<file path="src/include/id_defs.svh">
`ifndef ID_DEFS_SVH
`define ID_DEFS_SVH

// datapath and register file sizes
`define ID_XLEN        32
`define ID_RADDR_W     5
`define ID_NREGS       32
`define ID_LINK_REG    5'd31

// one-hot alu operation field
`define ID_ALU_OP_W    9
`define ID_ALU_ADD     0
`define ID_ALU_SUB     1
`define ID_ALU_SLT     2
`define ID_ALU_SLTU    3
`define ID_ALU_AND     4
`define ID_ALU_OR      5
`define ID_ALU_XOR     6
`define ID_ALU_NOR     7
`define ID_ALU_LUI     8

// primary opcodes
`define ID_OP_SPECIAL  6'h00
`define ID_OP_J        6'h02
`define ID_OP_JAL      6'h03
`define ID_OP_BEQ      6'h04
`define ID_OP_BNE      6'h05
`define ID_OP_ADDIU    6'h09
`define ID_OP_LUI      6'h0f
`define ID_OP_LW       6'h23
`define ID_OP_SW       6'h2b

// function codes under SPECIAL
`define ID_FN_JR       6'h08
`define ID_FN_ADDU     6'h21
`define ID_FN_SUBU     6'h23
`define ID_FN_AND      6'h24
`define ID_FN_OR       6'h25
`define ID_FN_XOR      6'h26
`define ID_FN_NOR      6'h27
`define ID_FN_SLT      6'h2a
`define ID_FN_SLTU     6'h2b

`endif

</file>
<file path="src/rtl/id_pkg.sv">
`default_nettype none

`include "id_defs.svh"

package id_pkg;

    // register-format view
    typedef struct packed {
        logic [5:0]             op;
        logic [`ID_RADDR_W-1:0] rs;
        logic [`ID_RADDR_W-1:0] rt;
        logic [`ID_RADDR_W-1:0] rd;
        logic [`ID_RADDR_W-1:0] sa;
        logic [5:0]             funct;
    } r_view_t;

    // immediate-format fields below the opcode
    typedef struct packed {
        logic [`ID_RADDR_W-1:0] rs;
        logic [`ID_RADDR_W-1:0] rt;
        logic [15:0]            imm;
    } i_fields_t;

    // the same 26 bits read as a jump index
    typedef union packed {
        i_fields_t   i;
        logic [25:0] jidx;
    } ij_arg_t;

    typedef struct packed {
        logic [5:0] op;
        ij_arg_t    arg;
    } ij_view_t;

    typedef union packed {
        r_view_t  r;
        ij_view_t ij;
    } inst_word_t;

endpackage

`default_nettype wire

</file>
<file path="src/rtl/bypass_if.sv">
`timescale 1ns/1ps
`default_nettype none

`include "id_defs.svh"

// pending register result of one later pipeline stage
interface bypass_if;

    logic                   valid;
    logic [`ID_RADDR_W-1:0] dest;
    logic [`ID_XLEN-1:0]    result;
    // low while a load in execute has no data yet
    logic                   ready;

    modport source (
        output valid,
        output dest,
        output result,
        output ready
    );

    modport sink (
        input valid,
        input dest,
        input result,
        input ready
    );

endinterface

`default_nettype wire

</file>
<file path="src/rtl/inst_decoder.sv">
`timescale 1ns/1ps
`default_nettype none

`include "id_defs.svh"

module inst_decoder
    import id_pkg::*;
(
    input  inst_word_t                inst,
    output logic [`ID_ALU_OP_W-1:0]   alu_op,
    output logic                      src1_is_pc,
    output logic                      src2_is_imm,
    output logic                      src2_is_8,
    output logic                      mem_read,
    output logic                      mem_write,
    output logic                      gr_we,
    output logic [`ID_RADDR_W-1:0]    dest,
    output logic [15:0]               imm,
    output logic                      uses_rs,
    output logic                      uses_rt,
    output logic                      is_branch,
    output logic                      is_jump_reg,
    output logic                      is_jump_imm
);

    logic special;
    logic sa_zero;
    logic inst_addu;
    logic inst_subu;
    logic inst_slt;
    logic inst_sltu;
    logic inst_and;
    logic inst_or;
    logic inst_xor;
    logic inst_nor;
    logic inst_jr;
    logic inst_addiu;
    logic inst_lui;
    logic inst_lw;
    logic inst_sw;
    logic inst_beq;
    logic inst_bne;
    logic inst_j;
    logic inst_jal;
    logic r_alu;
    logic dst_is_rt;

    assign special = inst.r.op == `ID_OP_SPECIAL;
    assign sa_zero = inst.r.sa == '0;

    // register-format ops
    assign inst_addu = special && sa_zero && inst.r.funct == `ID_FN_ADDU;
    assign inst_subu = special && sa_zero && inst.r.funct == `ID_FN_SUBU;
    assign inst_slt  = special && sa_zero && inst.r.funct == `ID_FN_SLT;
    assign inst_sltu = special && sa_zero && inst.r.funct == `ID_FN_SLTU;
    assign inst_and  = special && sa_zero && inst.r.funct == `ID_FN_AND;
    assign inst_or   = special && sa_zero && inst.r.funct == `ID_FN_OR;
    assign inst_xor  = special && sa_zero && inst.r.funct == `ID_FN_XOR;
    assign inst_nor  = special && sa_zero && inst.r.funct == `ID_FN_NOR;
    assign inst_jr   = special && sa_zero && inst.r.funct == `ID_FN_JR
                       && inst.r.rt == '0 && inst.r.rd == '0;

    // immediate and jump formats
    assign inst_addiu = inst.ij.op == `ID_OP_ADDIU;
    assign inst_lui   = inst.ij.op == `ID_OP_LUI && inst.ij.arg.i.rs == '0;
    assign inst_lw    = inst.ij.op == `ID_OP_LW;
    assign inst_sw    = inst.ij.op == `ID_OP_SW;
    assign inst_beq   = inst.ij.op == `ID_OP_BEQ;
    assign inst_bne   = inst.ij.op == `ID_OP_BNE;
    assign inst_j     = inst.ij.op == `ID_OP_J;
    assign inst_jal   = inst.ij.op == `ID_OP_JAL;

    assign r_alu = inst_addu | inst_subu | inst_slt | inst_sltu
                 | inst_and | inst_or | inst_xor | inst_nor;

    // jal computes pc + 8 on the adder
    assign alu_op[`ID_ALU_ADD]  = inst_addu | inst_addiu | inst_lw | inst_sw | inst_jal;
    assign alu_op[`ID_ALU_SUB]  = inst_subu;
    assign alu_op[`ID_ALU_SLT]  = inst_slt;
    assign alu_op[`ID_ALU_SLTU] = inst_sltu;
    assign alu_op[`ID_ALU_AND]  = inst_and;
    assign alu_op[`ID_ALU_OR]   = inst_or;
    assign alu_op[`ID_ALU_XOR]  = inst_xor;
    assign alu_op[`ID_ALU_NOR]  = inst_nor;
    assign alu_op[`ID_ALU_LUI]  = inst_lui;

    assign src1_is_pc  = inst_jal;
    assign src2_is_8   = inst_jal;
    assign src2_is_imm = inst_addiu | inst_lui | inst_lw | inst_sw;
    assign mem_read    = inst_lw;
    assign mem_write   = inst_sw;
    assign gr_we       = r_alu | inst_addiu | inst_lui | inst_lw | inst_jal;

    assign dst_is_rt = inst_addiu | inst_lui | inst_lw;
    assign dest = inst_jal  ? `ID_LINK_REG :
                  dst_is_rt ? inst.ij.arg.i.rt :
                              inst.r.rd;
    assign imm  = inst.ij.arg.i.imm;

    // only real source fields may cause an interlock
    assign uses_rs = r_alu | inst_addiu | inst_lw | inst_sw | inst_beq | inst_bne | inst_jr;
    assign uses_rt = r_alu | inst_sw | inst_beq | inst_bne;

    assign is_branch   = inst_beq | inst_bne;
    assign is_jump_reg = inst_jr;
    assign is_jump_imm = inst_j | inst_jal;

endmodule

`default_nettype wire

</file>
<file path="src/rtl/reg_file.sv">
`timescale 1ns/1ps
`default_nettype none

`include "id_defs.svh"

module reg_file (
    input  logic                   clk,
    input  logic [`ID_RADDR_W-1:0] raddr1,
    input  logic [`ID_RADDR_W-1:0] raddr2,
    input  logic                   we,
    input  logic [`ID_RADDR_W-1:0] waddr,
    input  logic [`ID_XLEN-1:0]    wdata,
    output logic [`ID_XLEN-1:0]    rdata1,
    output logic [`ID_XLEN-1:0]    rdata2
);

    logic [`ID_XLEN-1:0] regs [`ID_NREGS];

    // r0 is never stored
    always_ff @(posedge clk) begin
        if (we && waddr != '0) begin
            regs[waddr] <= wdata;
        end
    end

    // write-through for a same-cycle write
    function automatic logic [`ID_XLEN-1:0] read_port(input logic [`ID_RADDR_W-1:0] addr);
        if (addr == '0) begin
            return '0;
        end
        if (we && waddr == addr) begin
            return wdata;
        end
        return regs[addr];
    endfunction

    always_comb begin
        rdata1 = read_port(raddr1);
        rdata2 = read_port(raddr2);
    end

endmodule

`default_nettype wire

</file>
<file path="src/rtl/operand_bypass.sv">
`timescale 1ns/1ps
`default_nettype none

`include "id_defs.svh"

module operand_bypass (
    input  logic [`ID_RADDR_W-1:0] rs,
    input  logic [`ID_RADDR_W-1:0] rt,
    input  logic                   uses_rs,
    input  logic                   uses_rt,
    input  logic [`ID_XLEN-1:0]    rf_rs,
    input  logic [`ID_XLEN-1:0]    rf_rt,
    bypass_if.sink                 es_byp,
    bypass_if.sink                 ms_byp,
    output logic [`ID_XLEN-1:0]    rs_value,
    output logic [`ID_XLEN-1:0]    rt_value,
    output logic                   blocked
);

    logic rs_es_hit;
    logic rs_ms_hit;
    logic rt_es_hit;
    logic rt_ms_hit;
    logic rs_wait;
    logic rt_wait;

    // r0 always reads zero, so it never matches
    function automatic logic hit(
        input logic                   use_src,
        input logic [`ID_RADDR_W-1:0] src,
        input logic                   byp_valid,
        input logic [`ID_RADDR_W-1:0] byp_dest
    );
        return use_src && src != '0 && byp_valid && src == byp_dest;
    endfunction

    assign rs_es_hit = hit(uses_rs, rs, es_byp.valid, es_byp.dest);
    assign rs_ms_hit = hit(uses_rs, rs, ms_byp.valid, ms_byp.dest);
    assign rt_es_hit = hit(uses_rt, rt, es_byp.valid, es_byp.dest);
    assign rt_ms_hit = hit(uses_rt, rt, ms_byp.valid, ms_byp.dest);

    // youngest producer wins
    assign rs_value = rs_es_hit ? es_byp.result :
                      rs_ms_hit ? ms_byp.result :
                                  rf_rs;
    assign rt_value = rt_es_hit ? es_byp.result :
                      rt_ms_hit ? ms_byp.result :
                                  rf_rt;

    // stall only on the match that would be selected
    assign rs_wait = rs_es_hit ? !es_byp.ready : (rs_ms_hit && !ms_byp.ready);
    assign rt_wait = rt_es_hit ? !es_byp.ready : (rt_ms_hit && !ms_byp.ready);
    assign blocked = rs_wait || rt_wait;

endmodule

`default_nettype wire

</file>
<file path="src/rtl/branch_resolve.sv">
`timescale 1ns/1ps
`default_nettype none

`include "id_defs.svh"

module branch_resolve
    import id_pkg::*;
(
    input  inst_word_t             inst,
    input  logic [`ID_XLEN-1:0]    pc,
    input  logic                   ds_valid,
    input  logic                   blocked,
    input  logic                   is_branch,
    input  logic                   is_jump_reg,
    input  logic                   is_jump_imm,
    input  logic [`ID_XLEN-1:0]    rs_value,
    input  logic [`ID_XLEN-1:0]    rt_value,
    output logic                   br_valid,
    output logic                   br_stall,
    output logic                   br_taken,
    output logic [`ID_XLEN-1:0]    br_target
);

    logic [`ID_XLEN-1:0] bd_pc;
    logic [`ID_XLEN-1:0] br_offset;
    logic                rs_eq_rt;
    logic                cond_ok;

    // delay-slot pc
    assign bd_pc     = pc + `ID_XLEN'd4;
    assign br_offset = {{(`ID_XLEN-18){inst.ij.arg.i.imm[15]}}, inst.ij.arg.i.imm, 2'b00};
    assign rs_eq_rt  = rs_value == rt_value;

    // beq and bne differ only in the sense of the compare
    assign cond_ok = (inst.ij.op == `ID_OP_BEQ &&  rs_eq_rt)
                  || (inst.ij.op == `ID_OP_BNE && !rs_eq_rt);

    assign br_valid = ds_valid && (is_branch || is_jump_reg || is_jump_imm);
    assign br_stall = ds_valid && blocked && (is_branch || is_jump_reg);
    assign br_taken = ds_valid && ((is_branch && cond_ok) || is_jump_reg || is_jump_imm);

    assign br_target = is_branch   ? bd_pc + br_offset :
                       is_jump_reg ? rs_value :
                       is_jump_imm ? {bd_pc[`ID_XLEN-1 -: 4], inst.ij.arg.jidx, 2'b00} :
                                     '0;

endmodule

`default_nettype wire

</file>
<file path="src/rtl/id_stage.sv">
`timescale 1ns/1ps
`default_nettype none

`include "id_defs.svh"

module id_stage
    import id_pkg::*;
(
    input  logic                    clk,
    input  logic                    reset,
    input  logic                    fs_valid,
    input  logic [`ID_XLEN-1:0]     fs_inst,
    input  logic [`ID_XLEN-1:0]     fs_pc,
    input  logic                    es_allowin,
    input  logic                    es_valid,
    input  logic [`ID_RADDR_W-1:0]  es_dest,
    input  logic [`ID_XLEN-1:0]     es_result,
    input  logic                    es_ready,
    input  logic                    ms_valid,
    input  logic [`ID_RADDR_W-1:0]  ms_dest,
    input  logic [`ID_XLEN-1:0]     ms_result,
    input  logic                    ms_ready,
    input  logic                    ws_we,
    input  logic [`ID_RADDR_W-1:0]  ws_waddr,
    input  logic [`ID_XLEN-1:0]     ws_wdata,
    output logic                    ds_allowin,
    output logic                    ds_to_es_valid,
    output logic [`ID_ALU_OP_W-1:0] alu_op,
    output logic                    src1_is_pc,
    output logic                    src2_is_imm,
    output logic                    src2_is_8,
    output logic                    mem_read,
    output logic                    mem_write,
    output logic                    gr_we,
    output logic [`ID_RADDR_W-1:0]  dest,
    output logic [15:0]             imm,
    output logic [`ID_XLEN-1:0]     rs_value,
    output logic [`ID_XLEN-1:0]     rt_value,
    output logic [`ID_XLEN-1:0]     ds_pc,
    output logic                    br_valid,
    output logic                    br_stall,
    output logic                    br_taken,
    output logic [`ID_XLEN-1:0]     br_target
);

    logic                ds_valid;
    inst_word_t          ds_inst;
    logic                uses_rs;
    logic                uses_rt;
    logic                is_branch;
    logic                is_jump_reg;
    logic                is_jump_imm;
    logic [`ID_XLEN-1:0] rf_rs;
    logic [`ID_XLEN-1:0] rf_rt;
    logic                blocked;

    bypass_if es_byp ();
    bypass_if ms_byp ();

    assign es_byp.valid  = es_valid;
    assign es_byp.dest   = es_dest;
    assign es_byp.result = es_result;
    assign es_byp.ready  = es_ready;
    assign ms_byp.valid  = ms_valid;
    assign ms_byp.dest   = ms_dest;
    assign ms_byp.result = ms_result;
    assign ms_byp.ready  = ms_ready;

    // handshake
    assign ds_allowin     = !ds_valid || (!blocked && es_allowin);
    assign ds_to_es_valid = ds_valid && !blocked;

    always_ff @(posedge clk) begin
        if (reset) begin
            ds_valid <= 1'b0;
        end else if (ds_allowin) begin
            ds_valid <= fs_valid;
        end
    end

    always_ff @(posedge clk) begin
        if (fs_valid && ds_allowin) begin
            ds_inst <= fs_inst;
            ds_pc   <= fs_pc;
        end
    end

    inst_decoder i_inst_decoder (
        .inst        (ds_inst),
        .alu_op      (alu_op),
        .src1_is_pc  (src1_is_pc),
        .src2_is_imm (src2_is_imm),
        .src2_is_8   (src2_is_8),
        .mem_read    (mem_read),
        .mem_write   (mem_write),
        .gr_we       (gr_we),
        .dest        (dest),
        .imm         (imm),
        .uses_rs     (uses_rs),
        .uses_rt     (uses_rt),
        .is_branch   (is_branch),
        .is_jump_reg (is_jump_reg),
        .is_jump_imm (is_jump_imm)
    );

    reg_file i_reg_file (
        .clk    (clk),
        .raddr1 (ds_inst.r.rs),
        .raddr2 (ds_inst.r.rt),
        .we     (ws_we),
        .waddr  (ws_waddr),
        .wdata  (ws_wdata),
        .rdata1 (rf_rs),
        .rdata2 (rf_rt)
    );

    operand_bypass i_operand_bypass (
        .rs       (ds_inst.r.rs),
        .rt       (ds_inst.r.rt),
        .uses_rs  (uses_rs),
        .uses_rt  (uses_rt),
        .rf_rs    (rf_rs),
        .rf_rt    (rf_rt),
        .es_byp   (es_byp),
        .ms_byp   (ms_byp),
        .rs_value (rs_value),
        .rt_value (rt_value),
        .blocked  (blocked)
    );

    branch_resolve i_branch_resolve (
        .inst        (ds_inst),
        .pc          (ds_pc),
        .ds_valid    (ds_valid),
        .blocked     (blocked),
        .is_branch   (is_branch),
        .is_jump_reg (is_jump_reg),
        .is_jump_imm (is_jump_imm),
        .rs_value    (rs_value),
        .rt_value    (rt_value),
        .br_valid    (br_valid),
        .br_stall    (br_stall),
        .br_taken    (br_taken),
        .br_target   (br_target)
    );

endmodule

`default_nettype wire

</file>
<file path="config.mk">
export PLATFORM = sky130hd
export DESIGN_NAME = id_stage
export DESIGN_NICKNAME = d
export VERILOG_FILES = /design/src/rtl/id_pkg.sv /design/src/rtl/bypass_if.sv /design/src/rtl/inst_decoder.sv /design/src/rtl/reg_file.sv /design/src/rtl/operand_bypass.sv /design/src/rtl/branch_resolve.sv /design/src/rtl/id_stage.sv
export VERILOG_INCLUDE_DIRS = /design/src /design/src/include
export SDC_FILE = /design/constraint.sdc
export NUM_CORES = 2
export LEC_CHECK = 0
export ABC_CLOCK_PERIOD_IN_PS = 4600
export BUFFER_PORTS_ARGS = -buffer_cell sky130_fd_sc_hd__buf_4
export CAP_MARGIN = 15
export CORE_MARGIN = 2
export CORE_UTILIZATION = 55
export CTS_CLUSTER_SIZE = 20
export DETAILED_ROUTE_END_ITERATION = 16
export PLACE_DENSITY = 0.76
export SYNTH_ARGS = -nofsm -noshare
export SYNTH_HDL_FRONTEND = slang
export SYNTH_SLANG_ARGS = --single-unit
</file>
<file path="constraint.sdc">
create_clock -name clk -period 4.6 [get_ports clk]
set_input_delay 0.23 -clock clk [delete_from_list [all_inputs] [get_ports clk]]
set_output_delay 0.23 -clock clk [all_outputs]
set_load 0.01 [all_outputs]
</file>
==> results.ini <==
[yosys]
synth_area_leader_cell=edfxtp_1
synthArstFlopShare=0
synth_cells=3340
yosys_warnings=0
yosysMostFrequentCell=edfxtp_1
syn-cell-area_um2=54800
synthTopCellsByCount=edfxtp_1 (1088), mux4_2 (443), mux2i_1 (201)
synth_seq_area_share=0.600
synth_top_area_frac=0.596
syn_area_per_cell_um2=16.4
ys_top_cells_by_area=edfxtp_1 (60%), mux4_2 (18%), mux2i_1 (3.7%)
synth_ff_type=edfxtp_1
synth_cell_types=80
ys_ff_latch=1099
synth-edff-count=1088

[route]
first_pass_iters=7
vias=41000
viasPerCell=7.57
drc=0
drt_wl_total_um=215000
drt-initial-drc-count=8091
wire_per_inst_um=39.8
final_antenna_net_count=0

[floorplanning]
die_x_um=320
io_pins=353
fp.dieH_um=320
num_rows=115
start_util=0.556
die_area_um2=102000
core_area_um2=98600

[power_and_ir_drop]
power.density_nw_per_um2=385
ir_worst_vdd_uv=351
seqPwrFrac=0.440
p_int_mw=18.8
switching_share=0.271
clock_power_share=0.370
netSwitchingPower_mw=7.00
power_leakage_nw=23.4
combPwrFrac=0.190

[timing]
report.final.slew_viol_count=0
relSlewSlack=0.181
fin_ws_ps=-631
max_freq_mhz=191
finalHoldViolations=0
post-route-period-util=1.14
rsz0062_at_grt=true
tightest_slew_ps=1220
finalSetupViolCount=10
period_minus_slack_ps=5230
finClkSkew_ps=8.89

[clocking]
cts.clk_slew.worst_paths_ps=60
insertion_delay_ps=740
cts_root_buf=clkbuf_16
htreeDepth=3
cts.sinks=1099
cts_buffer_depth=3
cts_tree=done
cts_buffers=110

[global_routing]
grt_util_met2=0.599
grt_usage=0.419
busiest_layer=met2
grt_pass1_vias=39400
grt_max_degree=50
overflow=0
antenna_found_initial=16
grt_use_met1=0.518
grt_first_pass_wirelength_um=298000
grt_use_met3=0.148

[finish]
area_growth_pct=22.3
final_area_um2=67000
fillerInstances=6273
drive_gt1_frac=0.366
multi_input_area_um2=21500
register_area_um2=32900
fin_util=0.680
nets=4243

[setup_path]
critPathArrivalTime_ps=5000
cp_slowest_cell=dfxtp_2
crit_buf_inv=5
crit_family=simple AND/OR/NAND/NOR gates
crit_type=reg2out
critPathMaxStageDelay_ps=580
critPathCaptureType=primary output
cp.required_ps=4370
start_kind=register
cp_common_cell=buf_4
path_cells=buf_4 > nand4bb_1 > buf_4 > buf_4 > o22ai_1 > nor4_1 > nand3_1 > o211a_1 > a221oi_1 > xnor2_1 > nand4_1 > nor3_2 > buf_4 > a31oi_1 > nand4b_1 > buf_4
critPathMaxFanout=13

[min_path]
hold_class=in2reg

[placed_design]
hpwlAfterDp_um=137000
place.gp.congestion=0.997
portBuffers=352
placed_area_um2=60900

[flow_run]
drv_cap=0

[outcome]
violations=negative setup slack
status=finished, violations left

what timing repair did:
| action | in CTS | in global routing |
|---|---|---|
| cloned | 4 | 1 |
| gates resized for setup | 70 | 67 |
| buffers inserted | 35 | 27 |
| pin swaps | 44 | 35 |
| endpoints found under the hold margin | 1099 | 0 |
| hold buffers | 99 | 0 |
| setup endpoints to repair | 22 | 15 |
kinds of logic after synthesis:
group	synth area share
flops	0.600
mux	0.223
simple gates	0.0537
compound gates	0.0735
buf+inv	0.0251
xor+xnor	0.0176
fa+ha+maj	0.00721
other cells	0.0000684
flip-flops by register name, summed over array words and instances, names as in the netlist, named ones only:
signal	count
ds_pc	32
ds_inst	32
i_reg_file.regs	1024
ds_valid	1
power groups by stage:
stage / registers [mW] / logic, mW / clock network [mW]
3_5_place_dp: 11.6 / 4.36 / 0
6_report: 11.4 / 4.91 / 9.54
4_1_cts: 11.4 / 4.58 / 9.50
3_3_place_gp: 11.6 / 4.33 / 0
2_1_floorplan: 11.5 / 2.36 / 0
5_1_grt: 11.4 / 4.96 / 9.89
routing by layer:
metal	routed length, um	share of wire
met1	66200	0.31
met4	22500	0.10
met3	36200	0.17
met2	90500	0.42
met5	166	0.00077
cell usage in the layout, fill, tap and decap left out, drive strengths merged, types with 12 or more instances in the layout:
cell / instances
a22oi: 111
bufinv: 18
nand3: 57
nor4: 34
nor3: 51
clkinv: 50
nor3b: 14
a21o: 21
a221oi: 28
o211ai: 18
mux4: 443
buf: 712
mux2: 21
diode: 12
nor2: 121
dlygate4sd3: 99
o31ai: 14
xnor2: 59
a31oi: 13
conb: 32
nand2b: 12
clkbuf: 127
nand4: 36
o21ai: 60
xor2: 51
edfxtp: 1088
nand2: 147
a211oi: 28
inv: 39
and2: 15
nor2b: 27
o221ai: 12
a221o: 24
ha: 30
mux2i: 201
o22ai: 86
a21oi: 52
layout make-up:
type                    count  area share
flip-flops and latches   1099       0.491
clock buffers             126      0.0429
inverters                  37     0.00207
well taps                1287      0.0240
clock inverters            77      0.0135
multi-input cells        1966       0.320
repair buffers            814       0.106
diodes                     12    0.000448
tightest hold or removal path: cells and delay by family:
kind | cells | cell delay, ps
buf+inv | 1 | 110
mux | 1 | 180
simple gates | 3 | 310
metrics by stage:
step	std cells	power (mW)	hold slack (ps)	setup TNS (ps)	setup slack, ps
after floorplan	3371	13.8	302	0	162
after global placement	5038	15.9	399	0	120
after detailed placement	5038	15.9	404	0	11.0
after CTS	5379	25.4	85.1	-694	-369
after global routing	5407	26.2	158	-2620	-532
final	5418	25.8	126	-1610	-631
path summary, 6_finish.rpt:
check,startpoint,endpoint,cells after the start,slack (ps)
setup / recovery,register,br_taken,16,-630
hold / removal,es_allowin,register,5,130
setup reg to reg,ds_inst[20],ds_pc[26],14,500
hold reg to reg,ds_inst[17],register,2,750
(Power assumes the default switching activity.)
